$ cat src/axis_mon_defs.svh
/*
  AXI4-Stream protocol monitor: widths and limits of the watched stream
*/

`ifndef AXIS_MON_DEFS_SVH
`define AXIS_MON_DEFS_SVH

// ------------------------------------------------
// Stream widths
// ------------------------------------------------

// Bytes per beat, one tstrb/tkeep bit each
`define AXIS_DATA_BYTES 4
// Full data bus width
`define AXIS_DATA_WIDTH (`AXIS_DATA_BYTES * 8)
// Stream id, kept small so the tracker table stays tiny
`define AXIS_ID_WIDTH 2
// Routing field, 4 id x 4 dest = 16 tracked streams
`define AXIS_DEST_WIDTH 2
// Sideband user bits
`define AXIS_USER_WIDTH 8

// ------------------------------------------------
// Limits
// ------------------------------------------------

// Waits allowed after the first stalled cycle
`define AXIS_MAX_WAITS 16
// Saturating violation counter
`define AXIS_COUNT_WIDTH 8

`endif

$ cat src/axis_mon_pkg.sv
/*
  AXI4-Stream protocol monitor types: rule codes, per-cycle hit vector
  and the stall watchdog states
*/

package axis_mon_pkg;

  // ------------------------------------------------
  // Rule codes
  // ------------------------------------------------

  // Lower code wins when several rules fail together
  typedef enum logic [3:0] {
    VIOL_NONE          = 4'd0,
    VIOL_TVALID_RESET  = 4'd1,
    VIOL_TVALID_DROP   = 4'd2,
    VIOL_TDATA_CHANGE  = 4'd3,
    VIOL_TSTRB_CHANGE  = 4'd4,
    VIOL_TKEEP_CHANGE  = 4'd5,
    VIOL_TLAST_CHANGE  = 4'd6,
    VIOL_TID_CHANGE    = 4'd7,
    VIOL_TDEST_CHANGE  = 4'd8,
    VIOL_TUSER_CHANGE  = 4'd9,
    VIOL_KEEP_STRB     = 4'd10,
    VIOL_STALL_TIMEOUT = 4'd11,
    VIOL_OPEN_AT_EOS   = 4'd12
  } violation_e;

  // One bit per code, bit 0 (VIOL_NONE) never set
  localparam int NUM_RULES = 13;
  typedef logic [NUM_RULES-1:0] hit_vec_t;

  // ------------------------------------------------
  // Stall watchdog
  // ------------------------------------------------
  typedef enum logic [1:0] {
    STALL_IDLE    = 2'd0,
    STALL_WAIT    = 2'd1,
    STALL_FLAGGED = 2'd2
  } stall_state_e;

endpackage

$ cat src/axis_handshake_rules.sv
/*
  AXI4-Stream handshake rules: tvalid after reset, payload stability
  while a beat is stalled, and tstrb only inside tkeep
*/

`timescale 1ns/1ps

`include "axis_mon_defs.svh"

module axis_handshake_rules (
  input  logic                          aclk,
  input  logic                          rst,
  input  logic [`AXIS_DATA_WIDTH-1:0]   tdata,
  input  logic [`AXIS_DATA_BYTES-1:0]   tstrb,
  input  logic [`AXIS_DATA_BYTES-1:0]   tkeep,
  input  logic                          tlast,
  input  logic [`AXIS_ID_WIDTH-1:0]     tid,
  input  logic [`AXIS_DEST_WIDTH-1:0]   tdest,
  input  logic [`AXIS_USER_WIDTH-1:0]   tuser,
  input  logic                          tvalid,
  input  logic                          tready,
  output axis_mon_pkg::hit_vec_t        hits
);

  // Control history
  logic                          in_reset_q;
  logic                          stalled_q;

  // Copy of the previous cycle's beat
  logic [`AXIS_DATA_WIDTH-1:0]   tdata_q;
  logic [`AXIS_DATA_BYTES-1:0]   tstrb_q;
  logic [`AXIS_DATA_BYTES-1:0]   tkeep_q;
  logic                          tlast_q;
  logic [`AXIS_ID_WIDTH-1:0]     tid_q;
  logic [`AXIS_DEST_WIDTH-1:0]   tdest_q;
  logic [`AXIS_USER_WIDTH-1:0]   tuser_q;

  logic [`AXIS_DATA_WIDTH-1:0]   data_mask;
  logic                          stable_check;
  logic                          first_live;

  // ------------------------------------------------
  // History registers
  // ------------------------------------------------

  // in_reset_q marks the first cycle after rst falls
  always_ff @(posedge aclk)
  begin
    if (rst)
    begin
      in_reset_q <= 1'b1;
      stalled_q  <= 1'b0;
    end
    else
    begin
      in_reset_q <= 1'b0;
      stalled_q  <= tvalid & ~tready;
    end
  end

  // Beat copy refreshed every cycle
  always_ff @(posedge aclk)
  begin
    tdata_q <= tdata;
    tstrb_q <= tstrb;
    tkeep_q <= tkeep;
    tlast_q <= tlast;
    tid_q   <= tid;
    tdest_q <= tdest;
    tuser_q <= tuser;
  end

  // ------------------------------------------------
  // Rule evaluation
  // ------------------------------------------------

  // Only strobed bytes of the held beat must stay put
  always_comb
  begin
    for (int i = 0; i < `AXIS_DATA_BYTES; i++)
      data_mask[i*8 +: 8] = {8{tstrb_q[i]}};
  end

  // Previous cycle stalled and rules apply only outside reset
  assign stable_check = stalled_q & ~rst;
  assign first_live   = in_reset_q & ~rst;

  always_comb
  begin
    hits = '0;
    hits[axis_mon_pkg::VIOL_TVALID_RESET] = first_live & tvalid;
    hits[axis_mon_pkg::VIOL_TVALID_DROP]  = stable_check & ~tvalid;
    hits[axis_mon_pkg::VIOL_TDATA_CHANGE] =
      stable_check & ((tdata & data_mask) != (tdata_q & data_mask));
    hits[axis_mon_pkg::VIOL_TSTRB_CHANGE] = stable_check & (tstrb != tstrb_q);
    hits[axis_mon_pkg::VIOL_TKEEP_CHANGE] = stable_check & (tkeep != tkeep_q);
    hits[axis_mon_pkg::VIOL_TLAST_CHANGE] = stable_check & (tlast != tlast_q);
    hits[axis_mon_pkg::VIOL_TID_CHANGE]   = stable_check & (tid != tid_q);
    hits[axis_mon_pkg::VIOL_TDEST_CHANGE] = stable_check & (tdest != tdest_q);
    hits[axis_mon_pkg::VIOL_TUSER_CHANGE] = stable_check & (tuser != tuser_q);
    // Null bytes must not carry a strobe
    hits[axis_mon_pkg::VIOL_KEEP_STRB]    = ~rst & tvalid & (|(tstrb & ~tkeep));
  end

  // Reset rule only in the first live cycle after rst
  a_reset_rule_timing: assert property (@(posedge aclk)
    hits[axis_mon_pkg::VIOL_TVALID_RESET] |-> !rst && $past(rst));

  // Stability hits only follow a stalled beat seen outside reset
  a_stall_rule_timing: assert property (@(posedge aclk)
    (|hits[axis_mon_pkg::VIOL_TUSER_CHANGE:axis_mon_pkg::VIOL_TVALID_DROP]) |->
      !rst && $past(tvalid && !tready && !rst));

endmodule

$ cat src/axis_protocol_monitor.sv
/*
  AXI4-Stream protocol monitor top: three independent checkers feed one
  violation log, results seen one cycle after the offending beat
*/

`timescale 1ns/1ps

`include "axis_mon_defs.svh"

module axis_protocol_monitor (
  input  logic                           aclk,
  input  logic                           rst,
  // Watched stream, observed only
  input  logic [`AXIS_DATA_WIDTH-1:0]    tdata,
  input  logic [`AXIS_DATA_BYTES-1:0]    tstrb,
  input  logic [`AXIS_DATA_BYTES-1:0]    tkeep,
  input  logic                           tlast,
  input  logic [`AXIS_ID_WIDTH-1:0]      tid,
  input  logic [`AXIS_DEST_WIDTH-1:0]    tdest,
  input  logic [`AXIS_USER_WIDTH-1:0]    tuser,
  input  logic                           tvalid,
  input  logic                           tready,
  // Control
  input  logic                           eos,
  input  logic                           log_clear,
  // Results
  output logic                           error,
  output axis_mon_pkg::violation_e       first_rule,
  output logic [`AXIS_COUNT_WIDTH-1:0]   violation_count,
  output logic                           streams_open
);

  // Each checker owns a disjoint set of bits
  axis_mon_pkg::hit_vec_t hits_hs;
  axis_mon_pkg::hit_vec_t hits_wd;
  axis_mon_pkg::hit_vec_t hits_tr;
  axis_mon_pkg::hit_vec_t hits_all;

  axis_handshake_rules u_handshake (
    .aclk   (aclk),
    .rst    (rst),
    .tdata  (tdata),
    .tstrb  (tstrb),
    .tkeep  (tkeep),
    .tlast  (tlast),
    .tid    (tid),
    .tdest  (tdest),
    .tuser  (tuser),
    .tvalid (tvalid),
    .tready (tready),
    .hits   (hits_hs)
  );

  axis_stall_watchdog u_watchdog (
    .aclk   (aclk),
    .rst    (rst),
    .tvalid (tvalid),
    .tready (tready),
    .hits   (hits_wd)
  );

  axis_stream_tracker u_tracker (
    .aclk         (aclk),
    .rst          (rst),
    .tid          (tid),
    .tdest        (tdest),
    .tlast        (tlast),
    .tvalid       (tvalid),
    .tready       (tready),
    .eos          (eos),
    .hits         (hits_tr),
    .streams_open (streams_open)
  );

  // Merge for the log
  assign hits_all = hits_hs | hits_wd | hits_tr;

  axis_violation_log u_log (
    .aclk            (aclk),
    .rst             (rst),
    .log_clear       (log_clear),
    .hits            (hits_all),
    .error           (error),
    .first_rule      (first_rule),
    .violation_count (violation_count)
  );

endmodule

$ cat src/axis_stall_watchdog.sv
/*
  Stall watchdog: counts consecutive tvalid-without-tready cycles and
  flags one timeout per over-long stall
*/

`timescale 1ns/1ps

`include "axis_mon_defs.svh"

module axis_stall_watchdog (
  input  logic                    aclk,
  input  logic                    rst,
  input  logic                    tvalid,
  input  logic                    tready,
  output axis_mon_pkg::hit_vec_t  hits
);

  // First stalled cycle plus the allowed waits
  localparam int WAIT_LIMIT = `AXIS_MAX_WAITS + 1;
  localparam int CNT_WIDTH  = $clog2(WAIT_LIMIT + 1);

  axis_mon_pkg::stall_state_e state;
  axis_mon_pkg::stall_state_e state_next;
  logic [CNT_WIDTH-1:0]       wait_cnt;
  logic [CNT_WIDTH-1:0]       wait_cnt_next;
  logic                       stalled;
  logic                       limit_hit;

  assign stalled = tvalid & ~tready;

  // wait_cnt holds the stalled cycles already seen in this episode
  assign limit_hit = (state == axis_mon_pkg::STALL_WAIT) && stalled &&
                     (wait_cnt == CNT_WIDTH'(WAIT_LIMIT));

  // ------------------------------------------------
  // Episode FSM
  // ------------------------------------------------
  always_comb
  begin
    state_next    = state;
    wait_cnt_next = wait_cnt;
    unique case (state)
      axis_mon_pkg::STALL_IDLE:
        if (stalled)
        begin
          state_next    = axis_mon_pkg::STALL_WAIT;
          wait_cnt_next = CNT_WIDTH'(1);
        end
      axis_mon_pkg::STALL_WAIT:
        if (!stalled)
        begin
          state_next    = axis_mon_pkg::STALL_IDLE;
          wait_cnt_next = '0;
        end
        else if (limit_hit)
          state_next = axis_mon_pkg::STALL_FLAGGED;
        else
          wait_cnt_next = wait_cnt + 1'b1;
      // Flagged once, silent until the stall ends
      axis_mon_pkg::STALL_FLAGGED:
        if (!stalled)
        begin
          state_next    = axis_mon_pkg::STALL_IDLE;
          wait_cnt_next = '0;
        end
      default:
      begin
        state_next    = axis_mon_pkg::STALL_IDLE;
        wait_cnt_next = '0;
      end
    endcase
  end

  always_ff @(posedge aclk)
  begin
    if (rst)
    begin
      state    <= axis_mon_pkg::STALL_IDLE;
      wait_cnt <= '0;
    end
    else
    begin
      state    <= state_next;
      wait_cnt <= wait_cnt_next;
    end
  end

  // Timeout only on the step into flagged
  always_comb
  begin
    hits = '0;
    hits[axis_mon_pkg::VIOL_STALL_TIMEOUT] = limit_hit;
  end

  // Counter parks at the limit once flagged
  a_cnt_bounded: assert property (@(posedge aclk) disable iff (rst)
    wait_cnt <= CNT_WIDTH'(WAIT_LIMIT));

endmodule

$ cat src/axis_stream_tracker.sv
/*
  Stream tracker: one in-use bit per (tid, tdest) pair, checked for
  open packets when end-of-simulation rises
*/

`timescale 1ns/1ps

`include "axis_mon_defs.svh"

module axis_stream_tracker (
  input  logic                          aclk,
  input  logic                          rst,
  input  logic [`AXIS_ID_WIDTH-1:0]     tid,
  input  logic [`AXIS_DEST_WIDTH-1:0]   tdest,
  input  logic                          tlast,
  input  logic                          tvalid,
  input  logic                          tready,
  input  logic                          eos,
  output axis_mon_pkg::hit_vec_t        hits,
  output logic                          streams_open
);

  localparam int IDX_WIDTH = `AXIS_ID_WIDTH + `AXIS_DEST_WIDTH;

  // One bit per stream, set while a packet is in flight
  logic [2**IDX_WIDTH-1:0]  in_use;
  logic [IDX_WIDTH-1:0]     stream_idx;
  logic                     eos_q;
  logic                     eos_rise;

  // tid in the upper bits, tdest below
  assign stream_idx = {tid, tdest};
  assign eos_rise   = eos & ~eos_q;

  // ------------------------------------------------
  // In-use table
  // ------------------------------------------------

  // Any valid cycle opens the stream; only an accepted tlast closes it
  always_ff @(posedge aclk)
  begin
    if (rst)
    begin
      in_use       <= '0;
      eos_q        <= 1'b0;
      streams_open <= 1'b0;
    end
    else
    begin
      eos_q        <= eos;
      // Table summary, one cycle behind the table
      streams_open <= |in_use;
      if (tvalid)
        in_use[stream_idx] <= ~(tlast & tready);
    end
  end

  // ------------------------------------------------
  // End-of-simulation check
  // ------------------------------------------------
  always_comb
  begin
    hits = '0;
    hits[axis_mon_pkg::VIOL_OPEN_AT_EOS] = eos_rise & (|in_use);
  end

  // eos is a one-way level until the next reset
  a_eos_sticky: assert property (@(posedge aclk) disable iff (rst)
    eos_q |-> eos);

endmodule

$ cat src/axis_violation_log.sv
/*
  Violation log: sticky error flag, first rule broken and a saturating
  count of cycles with any hit
*/

`timescale 1ns/1ps

`include "axis_mon_defs.svh"

module axis_violation_log (
  input  logic                           aclk,
  input  logic                           rst,
  input  logic                           log_clear,
  input  axis_mon_pkg::hit_vec_t         hits,
  output logic                           error,
  output axis_mon_pkg::violation_e       first_rule,
  output logic [`AXIS_COUNT_WIDTH-1:0]   violation_count
);

  axis_mon_pkg::violation_e top_rule;
  logic                     any_hit;
  logic                     count_full;

  // ------------------------------------------------
  // Priority pick
  // ------------------------------------------------

  // Walk down so the lowest set code is the last one written
  always_comb
  begin
    top_rule = axis_mon_pkg::VIOL_NONE;
    for (int i = axis_mon_pkg::NUM_RULES - 1; i > 0; i--)
      if (hits[i])
        top_rule = axis_mon_pkg::violation_e'(4'(i));
  end

  assign any_hit    = |hits;
  assign count_full = &violation_count;

  // ------------------------------------------------
  // Sticky record
  // ------------------------------------------------

  // Clear wins over hits in the same cycle
  always_ff @(posedge aclk)
  begin
    if (rst || log_clear)
    begin
      error           <= 1'b0;
      first_rule      <= axis_mon_pkg::VIOL_NONE;
      violation_count <= '0;
    end
    else if (any_hit)
    begin
      error <= 1'b1;
      // First code is frozen until clear
      if (!error)
        first_rule <= top_rule;
      // One per cycle, not per bit
      if (!count_full)
        violation_count <= violation_count + 1'b1;
    end
  end

  // Record and flag always move together
  a_rule_matches_error: assert property (@(posedge aclk) disable iff (rst)
    (first_rule == axis_mon_pkg::VIOL_NONE) == !error);

endmodule

$ cat config.mk
export PLATFORM = sky130hd
export DESIGN_NAME = axis_protocol_monitor
export DESIGN_NICKNAME = d
export VERILOG_FILES = /design/src/axis_mon_pkg.sv /design/src/axis_handshake_rules.sv /design/src/axis_protocol_monitor.sv /design/src/axis_stall_watchdog.sv /design/src/axis_stream_tracker.sv /design/src/axis_violation_log.sv
export VERILOG_INCLUDE_DIRS = /design/src
export SDC_FILE = /design/constraint.sdc
export NUM_CORES = 1
export LEC_CHECK = 0
export ABC_AREA = 1
export BUFFER_PORTS_ARGS = -buffer_cell sky130_fd_sc_hd__buf_2
export CAP_MARGIN = 30
export CORE_MARGIN = 4
export CORE_UTILIZATION = 50
export DETAILED_ROUTE_END_ITERATION = 10
export PLACE_DENSITY_LB_ADDON = 0.08
export SLEW_MARGIN = 20
export SYNTH_ARGS = -nofsm -noshare
export SYNTH_HDL_FRONTEND = slang
export SYNTH_HIERARCHICAL = 1
export SYNTH_SLANG_ARGS = --single-unit
$ cat constraint.sdc
create_clock -name aclk -period 3.15 [get_ports aclk]
set_clock_uncertainty 0.15 [all_clocks]
set_input_delay 0 -clock aclk [delete_from_list [all_inputs] [get_ports aclk]]
set_output_delay 0 -clock aclk [all_outputs]
set_load 0.02 [all_outputs]
* Yosys cells after proc, flatten, opt, wreduce, memory -nomap -nowiden *
Cells that the tools add are included.

operators by class
  $add $sub $neg = 2
  order comparisons = 2
  equal/unequal tests = 14
  multiplexer cells = 26
  bitwise operators = 30
  reductions and logical operators = 13

operators by type and width
  kind                                                                           count
  32-bit bitwise AND                                                             2
  4-bit two-way mux                                                              12
  32-bit != test                                                                 1
  5-bit two-way mux                                                              4
  1-bit bitwise AND                                                              17
  16-bit bitwise mux                                                             1
  16-bit OR reduction                                                            1
  5-bit case mux with 3 select lines                                             1
  12-bit by 13-bit bitwise OR with 13-bit output                                 1
  13-bit OR reduction                                                            1
  11-bit by 12-bit bitwise OR with 12-bit output                                 1
  8-bit by 1-bit adder with 8-bit output (second input constant)                 1
  2-bit two-way mux                                                              4
  4-bit != test                                                                  2
  8-bit != test                                                                  1
  8-bit AND reduction                                                            1
  1-bit NOT                                                                      7
  3-bit != test (second input constant)                                          2
  2-bit case mux with 3 select lines                                             1
  3-bit AND reduction                                                            2
  5-bit by 1-bit adder with 5-bit output (second input constant)                 1
  5-bit == test (second input constant)                                          1
  4-bit by 5-bit less-than comparator with 1-bit output (second input constant)  1
  4-bit bitwise AND                                                              1
  other kinds (15)                                                               20

storage, ports and cells
  register bits after elaboration = 93
  input bits = 59
  logic and storage cells = 104

* Longest topological paths before layout *
Gate-level depths: netlist of the first run.

  depth in word-level cells = 18
  depth in mapped cells = 21
  mapped depth without buffers = 20

* Hierarchy *
The synthesis of the first run kept the hierarchy.

modules (own cells, without submodules)
  module                 times used  cells an instance  area each (sq um)  sequential area each (sq um)
  axis_handshake_rules   1           269                2297.2             1101.1
  axis_stream_tracker    1           154                945.9              360.3
  axis_violation_log     1           118                765.7              260.2
  axis_stall_watchdog    1           84                 568.0              140.1
  axis_protocol_monitor  1           39                 146.4              0.0

* Least setup slack after synthesis of the first run *
Ideal clock, no wire load.

  path type = register to register
  start = register u_handshake.tstrb_q[1]
  end = register u_log.violation_count[1]
  data arrival time = 1.915 ns
  required time = 2.884 ns
  slack = 0.969 ns
  cell stages (with the launch flop) = 21
  buffers on the path = 2
  clock period less this slack = 2.181 ns
  cells stage by stage = dfxtp_1 > buf_6 > buf_8 > nand3_1 > nand2_1 > nor2_1 > nand2_1 > nor2_1 > nand2_1 > nor2_1 > nor2_1 > nor2_1 > nand2_1 > nor2_1 > nand2_1 > nor2_2 > nand2_4 > nand2_4 > inv_2 > nor2_1 > nor2_1

on the way
  longest elaborated chain between the ends = 7
  elaborated cells on any way between the ends = 10

RTL lines
  item                                              RTL line                     RTL
  from (decl)                                       axis_handshake_rules.sv:31   logic [`AXIS_DATA_BYTES-1:0] tstrb_q;
  from (signal assigned)                            axis_handshake_rules.sv:65   tstrb_q <= tstrb;
  32-bit bitwise AND                                axis_handshake_rules.sv:94   stable_check & ((tdata & data_mask) != (tdata_q & data_mask));
  32-bit != test *                                  axis_handshake_rules.sv:94
  1-bit bitwise AND *                               axis_handshake_rules.sv:94
  via hits_hs[3]                                    axis_protocol_monitor.sv:34  axis_mon_pkg::hit_vec_t hits_hs;
  11-bit by 12-bit bitwise OR with 12-bit output *  axis_protocol_monitor.sv:76  assign hits_all = hits_hs | hits_wd | hits_tr;
  12-bit by 13-bit bitwise OR with 13-bit output *  axis_protocol_monitor.sv:76
  via hits_all[3]                                   axis_protocol_monitor.sv:37  axis_mon_pkg::hit_vec_t hits_all;
  13-bit OR reduction *                             axis_violation_log.sv:37     assign any_hit = |hits;
  2-bit AND reduction (no source line) *            n/a
  to (signal assigned)                              axis_violation_log.sv:61     violation_count <= violation_count + 1'b1;
  to (decl)                                         axis_violation_log.sv:17     output logic [`AXIS_COUNT_WIDTH-1:0] violation_count

The timed path passes the listed nets; every way through them passes the cells marked *.
A chain may end at the register's enable or synchronous reset.

* Worst setup path after layout of the first run *
  start = register u_handshake.tstrb_q[0]
  end = register u_log.violation_count[0]

The elaborated chain is that of the path after synthesis.

==> results of run 1 <==
-- routing by layer --
metal / track usage, % / wire length [µm] / vias to the layer above
met5: 0 / 0 / -
met4: 4.69 / 124 / 0
met3: 4.69 / 378 / 11
met2: 32.3 / 4480 / 58
met1: 20.8 / 4260 / 1759
li1: - / - / 2247
-- report_power, final --
group / switching (mW) / total, mW / leakage (nW) / internal (mW)
combinational: 0.160 / 0.322 / 1.95 / 0.161
sequential: 0.0364 / 1.26 / 0.772 / 1.22
clock: 0.396 / 0.783 / 0.0964 / 0.387
-- Yosys cell counts (all sizes together) --
cell and count:
nand3b 39, o22ai 2, nand3 42, a31oi 1, conb 3, dfxtp 93, inv 83, o21bai 1
xor2 6, xnor2 21, nor2 131, buf 38, ha 3, or2 2, nand2 164, a41oi 3
a21oi 22, clkinv 1, o21ai 5, nand4 2, nor3 2
-- worst max-delay path by stage --
stage,to,cells after the start,startpoint,slack (ps)
floorplan,u_log/violation_count[1],20,u_handshake/tstrb_q[1],970
global placement,u_log/violation_count[1],19,u_handshake/tstrb_q[0],590
detailed placement,u_log/violation_count[0],19,u_handshake/tstrb_q[0],530
CTS,u_log/violation_count[0],19,u_handshake/tstrb_q[0],520
global route,u_log/violation_count[7],19,u_handshake/tstrb_q[0],160
finish,u_log/violation_count[0],19,u_handshake/tstrb_q[0],520
-- metrics by stage --
stage	worst slack (ps)	total power, mW	hold slack, ps	cell area [µm²]
after global placement	594	1.54	-25.4	4990
after detailed placement	530	1.55	-22.3	4990
final	519	2.37	151	5790
after global routing	163	2.50	135	5790
after CTS	519	2.41	127	5790
after floorplan	969	1.49	-122	4810
-- registers in the layout, summed over array words and instances, names as in the netlist, 2 cells and up --
| signal | flops |
|---|---|
| u_tracker/in_use | 16 |
| u_log/violation_count | 8 |
| u_log/first_rule | 4 |
| u_handshake/tid_q | 2 |
| u_handshake/tdest_q | 2 |
| u_handshake/tdata_q | 32 |
| u_watchdog/state | 2 |
| u_handshake/tkeep_q | 4 |
| u_handshake/tstrb_q | 4 |
| u_watchdog/wait_cnt | 5 |
| u_handshake/tuser_q | 8 |
-- cell families (layout without fill, tap and decap cells) --
family	count (synthesis)	after routing	share of synthesized area, %
other cells	3	27	0.238
flops	93	93	39.4
xor+xnor	27	27	5.01
simple gates	382	382	37.1
compound gates	34	34	4.05
buf+inv	122	232	13.4
fa+ha+maj	3	3	0.795
-- final cells by class --
cell class,count,area (µm²)
clock inverter,4,47.5
timing repair buffer,132,961
fill,836,3410
clock buffer,12,145
tap,111,139
multi-input combinational,473,2320
sequential,93,1860
inverter,84,315
==> impl_metrics.env, run 1 <==
export IMPL_antenna_found_initial=0
export IMPL_min_path_type="input pin to flop"
export IMPL_cp_top_family="simple AND/OR/NAND/NOR gates"
export IMPL_power_static_leakage_nw=2.82
export IMPL_dieArea_um2=11100
export IMPL_max_vdd_ir_drop_mv=0.283
export IMPL_final_common_cell="nand2_1"
export IMPL_rows=35
export IMPL_fin_setup_tns_ps=0
export IMPL_maxCapViolCount=0
export IMPL_hold_viol_final=0
export IMPL_critPathCaptureType="flop"
export IMPL_tightest_slew_ps=620
export IMPL_fin_cells=909
export IMPL_clock_path_buffers=2
export IMPL_max_freq_ghz=0.380
export IMPL_n_antenna_cell=0
export IMPL_drc=0
export IMPL_clock_latency_ps=350
export IMPL_outcome="finished, final reports clean"
export IMPL_syn2layout_area_growth_pct=22.5
export IMPL_die_h_um=105
export IMPL_clkTransAtPathRegs_ps=90
export IMPL_port_buffer_count=72
export IMPL_post_synth_cell_area_avg_um2=7.11
export IMPL_worstHoldEndpoint="u_handshake/tdata_q[25]"
export IMPL_grt_usage_pct=17.9
export IMPL_power_density_nw_per_um2=409
export IMPL_syn_area_um2=4720
export IMPL_fin_crit_sh_pct=83.5
export IMPL_rr_startpoint="u_handshake/tstrb_q[0]"
export IMPL_cts_root_buffer="clkbuf_8"
export IMPL_finalWeightedCongestion=0.793
export IMPL_cts_tree="done"
export IMPL_critPathArrivalTime_ps=2720
export IMPL_grt_pass1_vias=3984
export IMPL_die_w_um=105
export IMPL_synth_top_area_cell="dfxtp_1"
export IMPL_min_delay_start="tdata[25]"
export IMPL_cts_setup_buffers=0
export IMPL_crit_type="flop to flop"
export IMPL_critPathBufInv=2
export IMPL_totalWireLength_um=9240
export IMPL_seq_area_frac_synth_pct=39.4
export IMPL_drive_gt1_share_pct=15.0
export IMPL_setup_violations=0
export IMPL_clkSinkCount=93
export IMPL_vias_per_cell=4.48
export IMPL_postSynthCellCount=664
export IMPL_ios=73
export IMPL_grt_overflow=0
export IMPL_ant_nets=0
export IMPL_grt_max_degree=19
export IMPL_initial_core_util_pct=51.4
export IMPL_grt_first_pass_wirelength_um=16600
export IMPL_firstDrtPassIters=4
export IMPL_vias=4075
export IMPL_worstPathMaxFanout=18
export IMPL_ys_types=33
export IMPL_r2r_cells=19
export IMPL_critPathMaxStageDelay_ps=720
export IMPL_final_cell_mix="154 x nand2_1, 118 x nor2_1, 93 x dfxtp_1"
export IMPL_crit_path_frequent_cell="nor2_1"
export IMPL_utilization_pct=62.9
export IMPL_timing_rr_end="u_log/violation_count[0]"
export IMPL_drv_slew=0
export IMPL_hold_buffers=60
export IMPL_yosys_warnings=6
export IMPL_crit_chain="nand3_1 > nand2_1 > inv_1 > nor2_1 > nand2_1 > nor2_1 > nand2_1 > nor2_1 > nor2_1 > nor2_1 > nand2_1 > nor2_1 > nand2_1 > nor2_2 > nand2_4 > nand2_4 > inv_2 > nor2_1 > nor2_1"
export IMPL_start_kind="flop"
export IMPL_yosysTopAreaCellShare_pct=39.4
export IMPL_min_path_cells=2
export IMPL_layout_nets=855
export IMPL_ys_ff_latch=93
export IMPL_drt_iter0_markers=97
export IMPL_dp_cells=833
export IMPL_wl_per_cell_um=10.2
export IMPL_min_period_ps=2630
export IMPL_cts_inserted_buffers=9
export IMPL_synth_area_leaders="dfxtp_1 39%, nand2_1 12%, nor2_1 9.4%"
export IMPL_slew_headroom_pct=58.6
export IMPL_coreArea_um2=9200
export IMPL_cts_resized=0
export IMPL_regToRegSetupSlack_ps=520
export IMPL_dp_hpwl_um=6650
export IMPL_critPathRequiredTime_ps=3240
export IMPL_rsz0062_at_grt="false"
export IMPL_cpMaxStageDelayCell="dfxtp_1"
export IMPL_cts_htree_levels=3
Note: power is estimated with default switching activity, not from simulation.
==> run 2, diff against run 1 <==
ABC_AREA = 0   (was 1)
clock period = 2.3 ns   (was 3.15 ns; I/O delays follow)
==> run 2 against run 1 <==
Effect of this change:
- the run now ends with setup timing left
- worst setup slack lost 580 ps
- critical path depth down 7
- count of clock-buffer cells in the layout decreased by 3
==> impl_metrics.env, run 2 <==
export IMPL_outcome="finished with violations"
export IMPL_die_h_um=97.9
export IMPL_setup_violations=10
export IMPL_ys_top_cells_by_count="93 x dfxtp_1, 46 x xnor2_1, 29 x buf_4, 21 x a21oi_1"
export IMPL_place_ws_ps=-252
export IMPL_synth_top_area_cell="dfxtp_1"
export IMPL_critPathCaptureType="flop"
export IMPL_die_w_um=97.9
export IMPL_vias=3295
export IMPL_wl_per_cell_um=13.2
export IMPL_utilization_pct=70.8
export IMPL_grt_overflow=0
export IMPL_drc=0
export IMPL_power_density_nw_per_um2=577
export IMPL_port_buffer_count=72
export IMPL_drive_gt1_share_pct=27.0
export IMPL_antenna_found_initial=0
export IMPL_critPathRequiredTime_ps=2390
export IMPL_ys_types=56
export IMPL_clkTransAtPathRegs_ps=100
export IMPL_postSynthCellCount=404
export IMPL_synthArstFlopShare_pct=0
export IMPL_ios=73
export IMPL_fin_crit_sh_pct=102
export IMPL_firstDrtPassIters=4
export IMPL_drt_iter0_markers=92
export IMPL_cts_inserted_buffers=9
export IMPL_n_antenna_cell=0
export IMPL_post_route_cell_area_um2=5530
export IMPL_rsz0062_at_grt="true"
export IMPL_clkSinkCount=93
export IMPL_layout_nets=621
export IMPL_grt_max_degree=30
export IMPL_ant_nets=0
export IMPL_worst_hold_slack_ps=136
export IMPL_min_period_ps=2360
export IMPL_rows=32
export IMPL_final_cell_mix="90 x dfxtp_1, 72 x buf_2, 60 x dlygate4sd3_1"
export IMPL_violations="setup timing"
export IMPL_yosys_warnings=6
export IMPL_syn2layout_area_growth_pct=36.9
export IMPL_cts_root_buffer="clkbuf_8"
export IMPL_fin_setup_tns_ps=-385
export IMPL_ys_ff_latch=93
export IMPL_totalWireLength_um=8810
export IMPL_power_static_leakage_nw=2.22
export IMPL_grt_first_pass_wirelength_um=15100
export IMPL_maxCapViolCount=0
export IMPL_vias_per_cell=4.95
export IMPL_max_freq_ghz=0.424
export IMPL_final_common_cell="dfxtp_1"
export IMPL_cts_tree="done"
export IMPL_cts_htree_levels=3
export IMPL_post_synth_cell_area_avg_um2=10.0
export IMPL_syn_area_um2=4040
export IMPL_start_kind="input pin"
export IMPL_layout_setup_ws_ps=-57.3
export IMPL_worstPathMaxFanout=8
export IMPL_placed_area_um2=4570
export IMPL_synth_most_common_cell="dfxtp_1"
export IMPL_initial_core_util_pct=51.7
export IMPL_slew_headroom_pct=62.7
export IMPL_critPathArrivalTime_ps=2450
export IMPL_finalWeightedCongestion=0.870
export IMPL_dieArea_um2=9580
export IMPL_clock_path_buffers=2
export IMPL_synth_area_leaders="dfxtp_1 46%, xnor2_1 10%, buf_4 5.4%"
export IMPL_synthFlopType="dfxtp_1"
export IMPL_grt_pass1_vias=3356
export IMPL_tightest_slew_ps=558
export IMPL_crit_type="input pin to flop"
export IMPL_synth_enable_flop_cells=0
export IMPL_coreArea_um2=7810
export IMPL_hold_viol_final=0
export IMPL_min_path_type="input pin to flop"
export IMPL_max_vdd_ir_drop_mv=0.436
export IMPL_grt_usage_pct=18.9
export IMPL_regMostFlops="u_handshake/tdata_q"
export IMPL_clock_latency_ps=360
export IMPL_largestRegisters="u_handshake/tdata_q: 32 flops, u_tracker/in_use: 16 flops"
export IMPL_largest_reg_flops=32
export IMPL_drv_slew=0
export IMPL_dp_hpwl_um=5860
export IMPL_yosysTopAreaCellShare_pct=46.1
export IMPL_seq_area_frac_synth_pct=46.1
## run 2: final timing paths
| path | from | cells after the start | to | slack, ps |
|---|---|---|---|---|
| setup / recovery | tdata[3] | 12 | u_log/violation_count[3] | -60 |
| hold / removal | tdata[5] | 2 | u_handshake/tdata_q[5] | 140 |
| setup reg to reg | u_watchdog/wait_cnt[1] | 10 | u_log/violation_count[3] | -60 |
| hold reg to reg | u_log/first_rule[1] | 2 | u_log/first_rule[1] | 320 |
## run 2: metal layers
layer / vias up / routed length, µm / track usage (%)
li1: 1701 / - / -
met4: 0 / 143 / 6.92
met2: 52 / 4420 / 32.8
met1: 1530 / 3960 / 23.0
met5: - / 0 / 0
met3: 12 / 279 / 3.93
## run 2: cell families (layout without fill, tap and decap cells)
| logic type | Yosys count | in the layout | synth area share (%) |
|---|---|---|---|
| AO/OA/AOI/OAI | 80 | 80 | 12.8 |
| XOR/XNOR | 54 | 54 | 11.7 |
| adder cells (fa/ha/maj) | 3 | 3 | 0.929 |
| buffers and inverters | 48 | 184 | 7.84 |
| flip-flops | 93 | 93 | 46.1 |
| multiplexers | 5 | 5 | 1.24 |
| other | 3 | 27 | 0.279 |
| AND/OR/NAND/NOR | 118 | 118 | 19.1 |
## run 2: final cells by class
cell class | instances | area [µm²]
multi-input cells | 287 | 2110
clock buffers | 9 | 124
inverters | 11 | 41.3
flip-flops and latches | 93 | 1870
well taps | 102 | 128
fillers | 593 | 2280
clock inverters | 7 | 66.3
repair buffers | 157 | 1190
## run 2: critical path: stages
cell	delay, ps
dlygate4sd3_1	540
buf_2	140
xnor2_1	180
nand4_1	120
o21ai_1	190
a41oi_1	160
or3_4	390
nor3_4	140
and4_4	280
clkbuf_16	160
or4_4	110
a21oi_2	40
## run 2: per-stage QoR
step	power [mW]	std cells
6_report	3.19	666
5_1_grt	3.34	666
4_1_cts	3.21	663
3_5_place_dp	2.08	584
3_3_place_gp	2.07	584
2_1_floorplan	1.97	428
## run 2: where the power goes
group	total, mW	internal, mW	switching, mW	leakage [nW]
Clock	1.05	0.421	0.629	0.0918
Combinational	0.429	0.239	0.190	1.36
Sequential	1.71	1.68	0.0347	0.773
## run 2: timing repair
action	4_1_cts	5_1_grt
pin swaps	7	7
gates resized for setup	15	8
setup endpoints to repair	12	13
cloned	0	1
buffers inserted	3	2
endpoints found under the hold margin	81	0
hold buffers	60	0
==> run 3, diff against run 2 <==
--- a/config.mk
+++ b/config.mk
@@ -13,4 +13,5 @@
 export CORE_UTILIZATION = 50
 export DETAILED_ROUTE_END_ITERATION = 10
+export MAX_ROUTING_LAYER = met4
 export PLACE_DENSITY_LB_ADDON = 0.08
 export SLEW_MARGIN = 20
==> constraint.sdc (replaced) <==
create_clock -name aclk -period 2.3 [get_ports aclk]
set_clock_uncertainty 0.15 [all_clocks]
set_input_delay 0.115 -clock aclk [delete_from_list [all_inputs] [get_ports aclk]]
set_output_delay 0.115 -clock aclk [all_outputs]
set_load 0.02 [all_outputs]
==> run 3 against run 2 <==
Effect of this change:
- the flow still finishes with violations (setup timing)
- largest power group unchanged
- die area is the same
- clock power increased by 9.5%
- combinational power about the same
- flip-flop and latch count unchanged
- count of clock-buffer cells in the layout is the same
- hold slack worse by 54 ps
- worst setup slack got worse by 24 ps
- critical path type is now flop to flop
- fmax decreased by 1.0%
- non-clock buffer count stayed put
- final cell count unchanged
- design area increased by 0.34%
==> impl_metrics.env, run 3 (synthesis results as in run 2) <==
export IMPL_grt_first_pass_wirelength_um=14700
export IMPL_cts_root_buffer="clkbuf_8"
export IMPL_final_cell_mix="88 x dfxtp_1, 72 x buf_2, 57 x dlygate4sd3_1"
export IMPL_grt_pass1_vias=3248
export IMPL_ios=73
export IMPL_drv_slew=0
export IMPL_drc=0
export IMPL_hold_viol_final=0
export IMPL_clock_latency_ps=360
export IMPL_pwr_share_seq_pct=52.0
export IMPL_ant_nets=0
export IMPL_wl_per_cell_um=13.6
export IMPL_min_period_ps=2380
export IMPL_layout_setup_ws_ps=-81.4
export IMPL_largestRegisters="u_handshake/tdata_q: 32 flops, u_tracker/in_use: 16 flops"
export IMPL_drive_gt1_share_pct=28.2
export IMPL_antenna_found_initial=0
export IMPL_power_density_nw_per_um2=593
export IMPL_dieArea_um2=9580
export IMPL_critPathBufInv=1
export IMPL_max_freq_ghz=0.420
export IMPL_switchingPower_mw=0.847
export IMPL_worstPathMaxFanout=8
export IMPL_power_static_leakage_nw=2.24
export IMPL_coreArea_um2=7810
export IMPL_min_path_type="input pin to flop"
export IMPL_finalWeightedCongestion=0.862
export IMPL_outcome="finished with violations"
export IMPL_firstDrtPassIters=4
export IMPL_port_buffer_count=72
export IMPL_tightest_slew_ps=526
export IMPL_totalWireLength_um=9030
export IMPL_intPower_mw=2.44
export IMPL_clkSinkCount=93
export IMPL_grt_overflow=0
export IMPL_critPathMaxStageDelay_ps=380
export IMPL_slew_headroom_pct=64.8
export IMPL_n_antenna_cell=0
export IMPL_syn2layout_area_growth_pct=37.4
export IMPL_cp_top_family="simple AND/OR/NAND/NOR gates"
export IMPL_vias=3297
export IMPL_start_kind="flop"
export IMPL_critPathRequiredTime_ps=2400
export IMPL_regMostFlops="u_handshake/tdata_q"
export IMPL_critPathArrivalTime_ps=2480
export IMPL_critPathCaptureType="flop"
export IMPL_grt_usage_pct=19.1
export IMPL_grt_max_degree=30
export IMPL_die_h_um=97.9
export IMPL_layout_nets=621
export IMPL_die_w_um=97.9
export IMPL_final_common_cell="dfxtp_1"
export IMPL_rows=32
export IMPL_cts_tree="done"
export IMPL_utilization_pct=71.1
export IMPL_maxCapViolCount=0
export IMPL_max_vdd_ir_drop_mv=0.574
export IMPL_initial_core_util_pct=51.7
export IMPL_dp_cells=585
export IMPL_comb_power_share_pct=13.1
export IMPL_crit_type="flop to flop"
export IMPL_crit_chain="xnor2_1 > nand4_1 > o21ai_1 > a41oi_2 > or3_4 > nor3_4 > and4_4 > clkbuf_16 > or4_1 > a21oi_1"
export IMPL_min_delay_start="tvalid"
export IMPL_dp_hpwl_um=5810
export IMPL_cts_inserted_buffers=9
export IMPL_drt_iter0_markers=65
export IMPL_fin_crit_sh_pct=104
export IMPL_setup_violations=10
export IMPL_fin_cells=666
export IMPL_clock_path_buffers=2
export IMPL_cpMaxStageDelayCell="or3_4"
export IMPL_crit_path_start="u_handshake/tdata_q[31]"
export IMPL_cts_htree_levels=3
export IMPL_vias_per_cell=4.95
export IMPL_violations="setup timing"
export IMPL_clkTransAtPathRegs_ps=100
export IMPL_rsz0062_at_grt="true"
export IMPL_fin_setup_tns_ps=-563
export IMPL_rr_startpoint="u_handshake/tdata_q[31]"
export IMPL_switching_share_pct=25.7
export IMPL_p_total_mw=3.29
export IMPL_largest_reg_flops=32
export IMPL_p_clk_share_pct=34.9
## run 3: area by class of cell
class,instances,area [µm²]
fillers,594,2260
multi-input cells,287,2120
flip-flops and latches,93,1870
repair buffers,157,1170
well taps,102,128
clock buffers,9,124
clock inverters,7,85.1
inverters,11,41.3
## run 3: worst min-delay path: stages
cell and delay (ps):
buf_2 130, buf_4 160, nand2b_1 90, a211oi_1 50
## run 3: through the flow
stage	hold WS, ps	worst slack (ps)	area [µm²]
after global placement	91.9	-206	4570
final	82.1	-81.4	5550
after floorplan	-7.28	-36.8	4190
after detailed placement	94.6	-250	4570
after global routing	91.7	-209	5550
after CTS	62.0	-69.7	5390
## run 3: what timing repair did
| action | in CTS | in global routing |
|---|---|---|
| pin swaps | 7 | 19 |
| setup buffers | 1 | 7 |
| setup endpoints to repair | 12 | 13 |
| endpoints found under the hold margin | 60 | 0 |
| hold buffers | 57 | 0 |
| gates cloned | 0 | 1 |
| gates resized for setup | 10 | 17 |
## run 3: path summary, 6_finish.rpt
path / end / slack (ps) / cells past startpoint
max: u_log/violation_count[3] / -80 / 10
min: u_watchdog/state[1] / 80 / 4
max reg2reg: u_log/violation_count[3] / -80 / 10
min reg2reg: u_log/first_rule[1] / 320 / 2
## run 3: per-layer routing
layer	vias to the layer above	track usage, %	share of wire (%)
met5	-	-	0
met4	0	7.67	2.0
met3	14	4.29	3.6
met2	57	31.5	51
met1	1527	22.5	44
li1	1699	-	-
## run 3: power groups by stage
stage	clock, mW	combinational [mW]	sequential (mW)
after global routing	1.24	0.475	1.72
after floorplan	0	0.221	1.75
after CTS	1.17	0.412	1.71
final	1.15	0.431	1.71
after detailed placement	0	0.331	1.75
after global placement	0	0.326	1.74
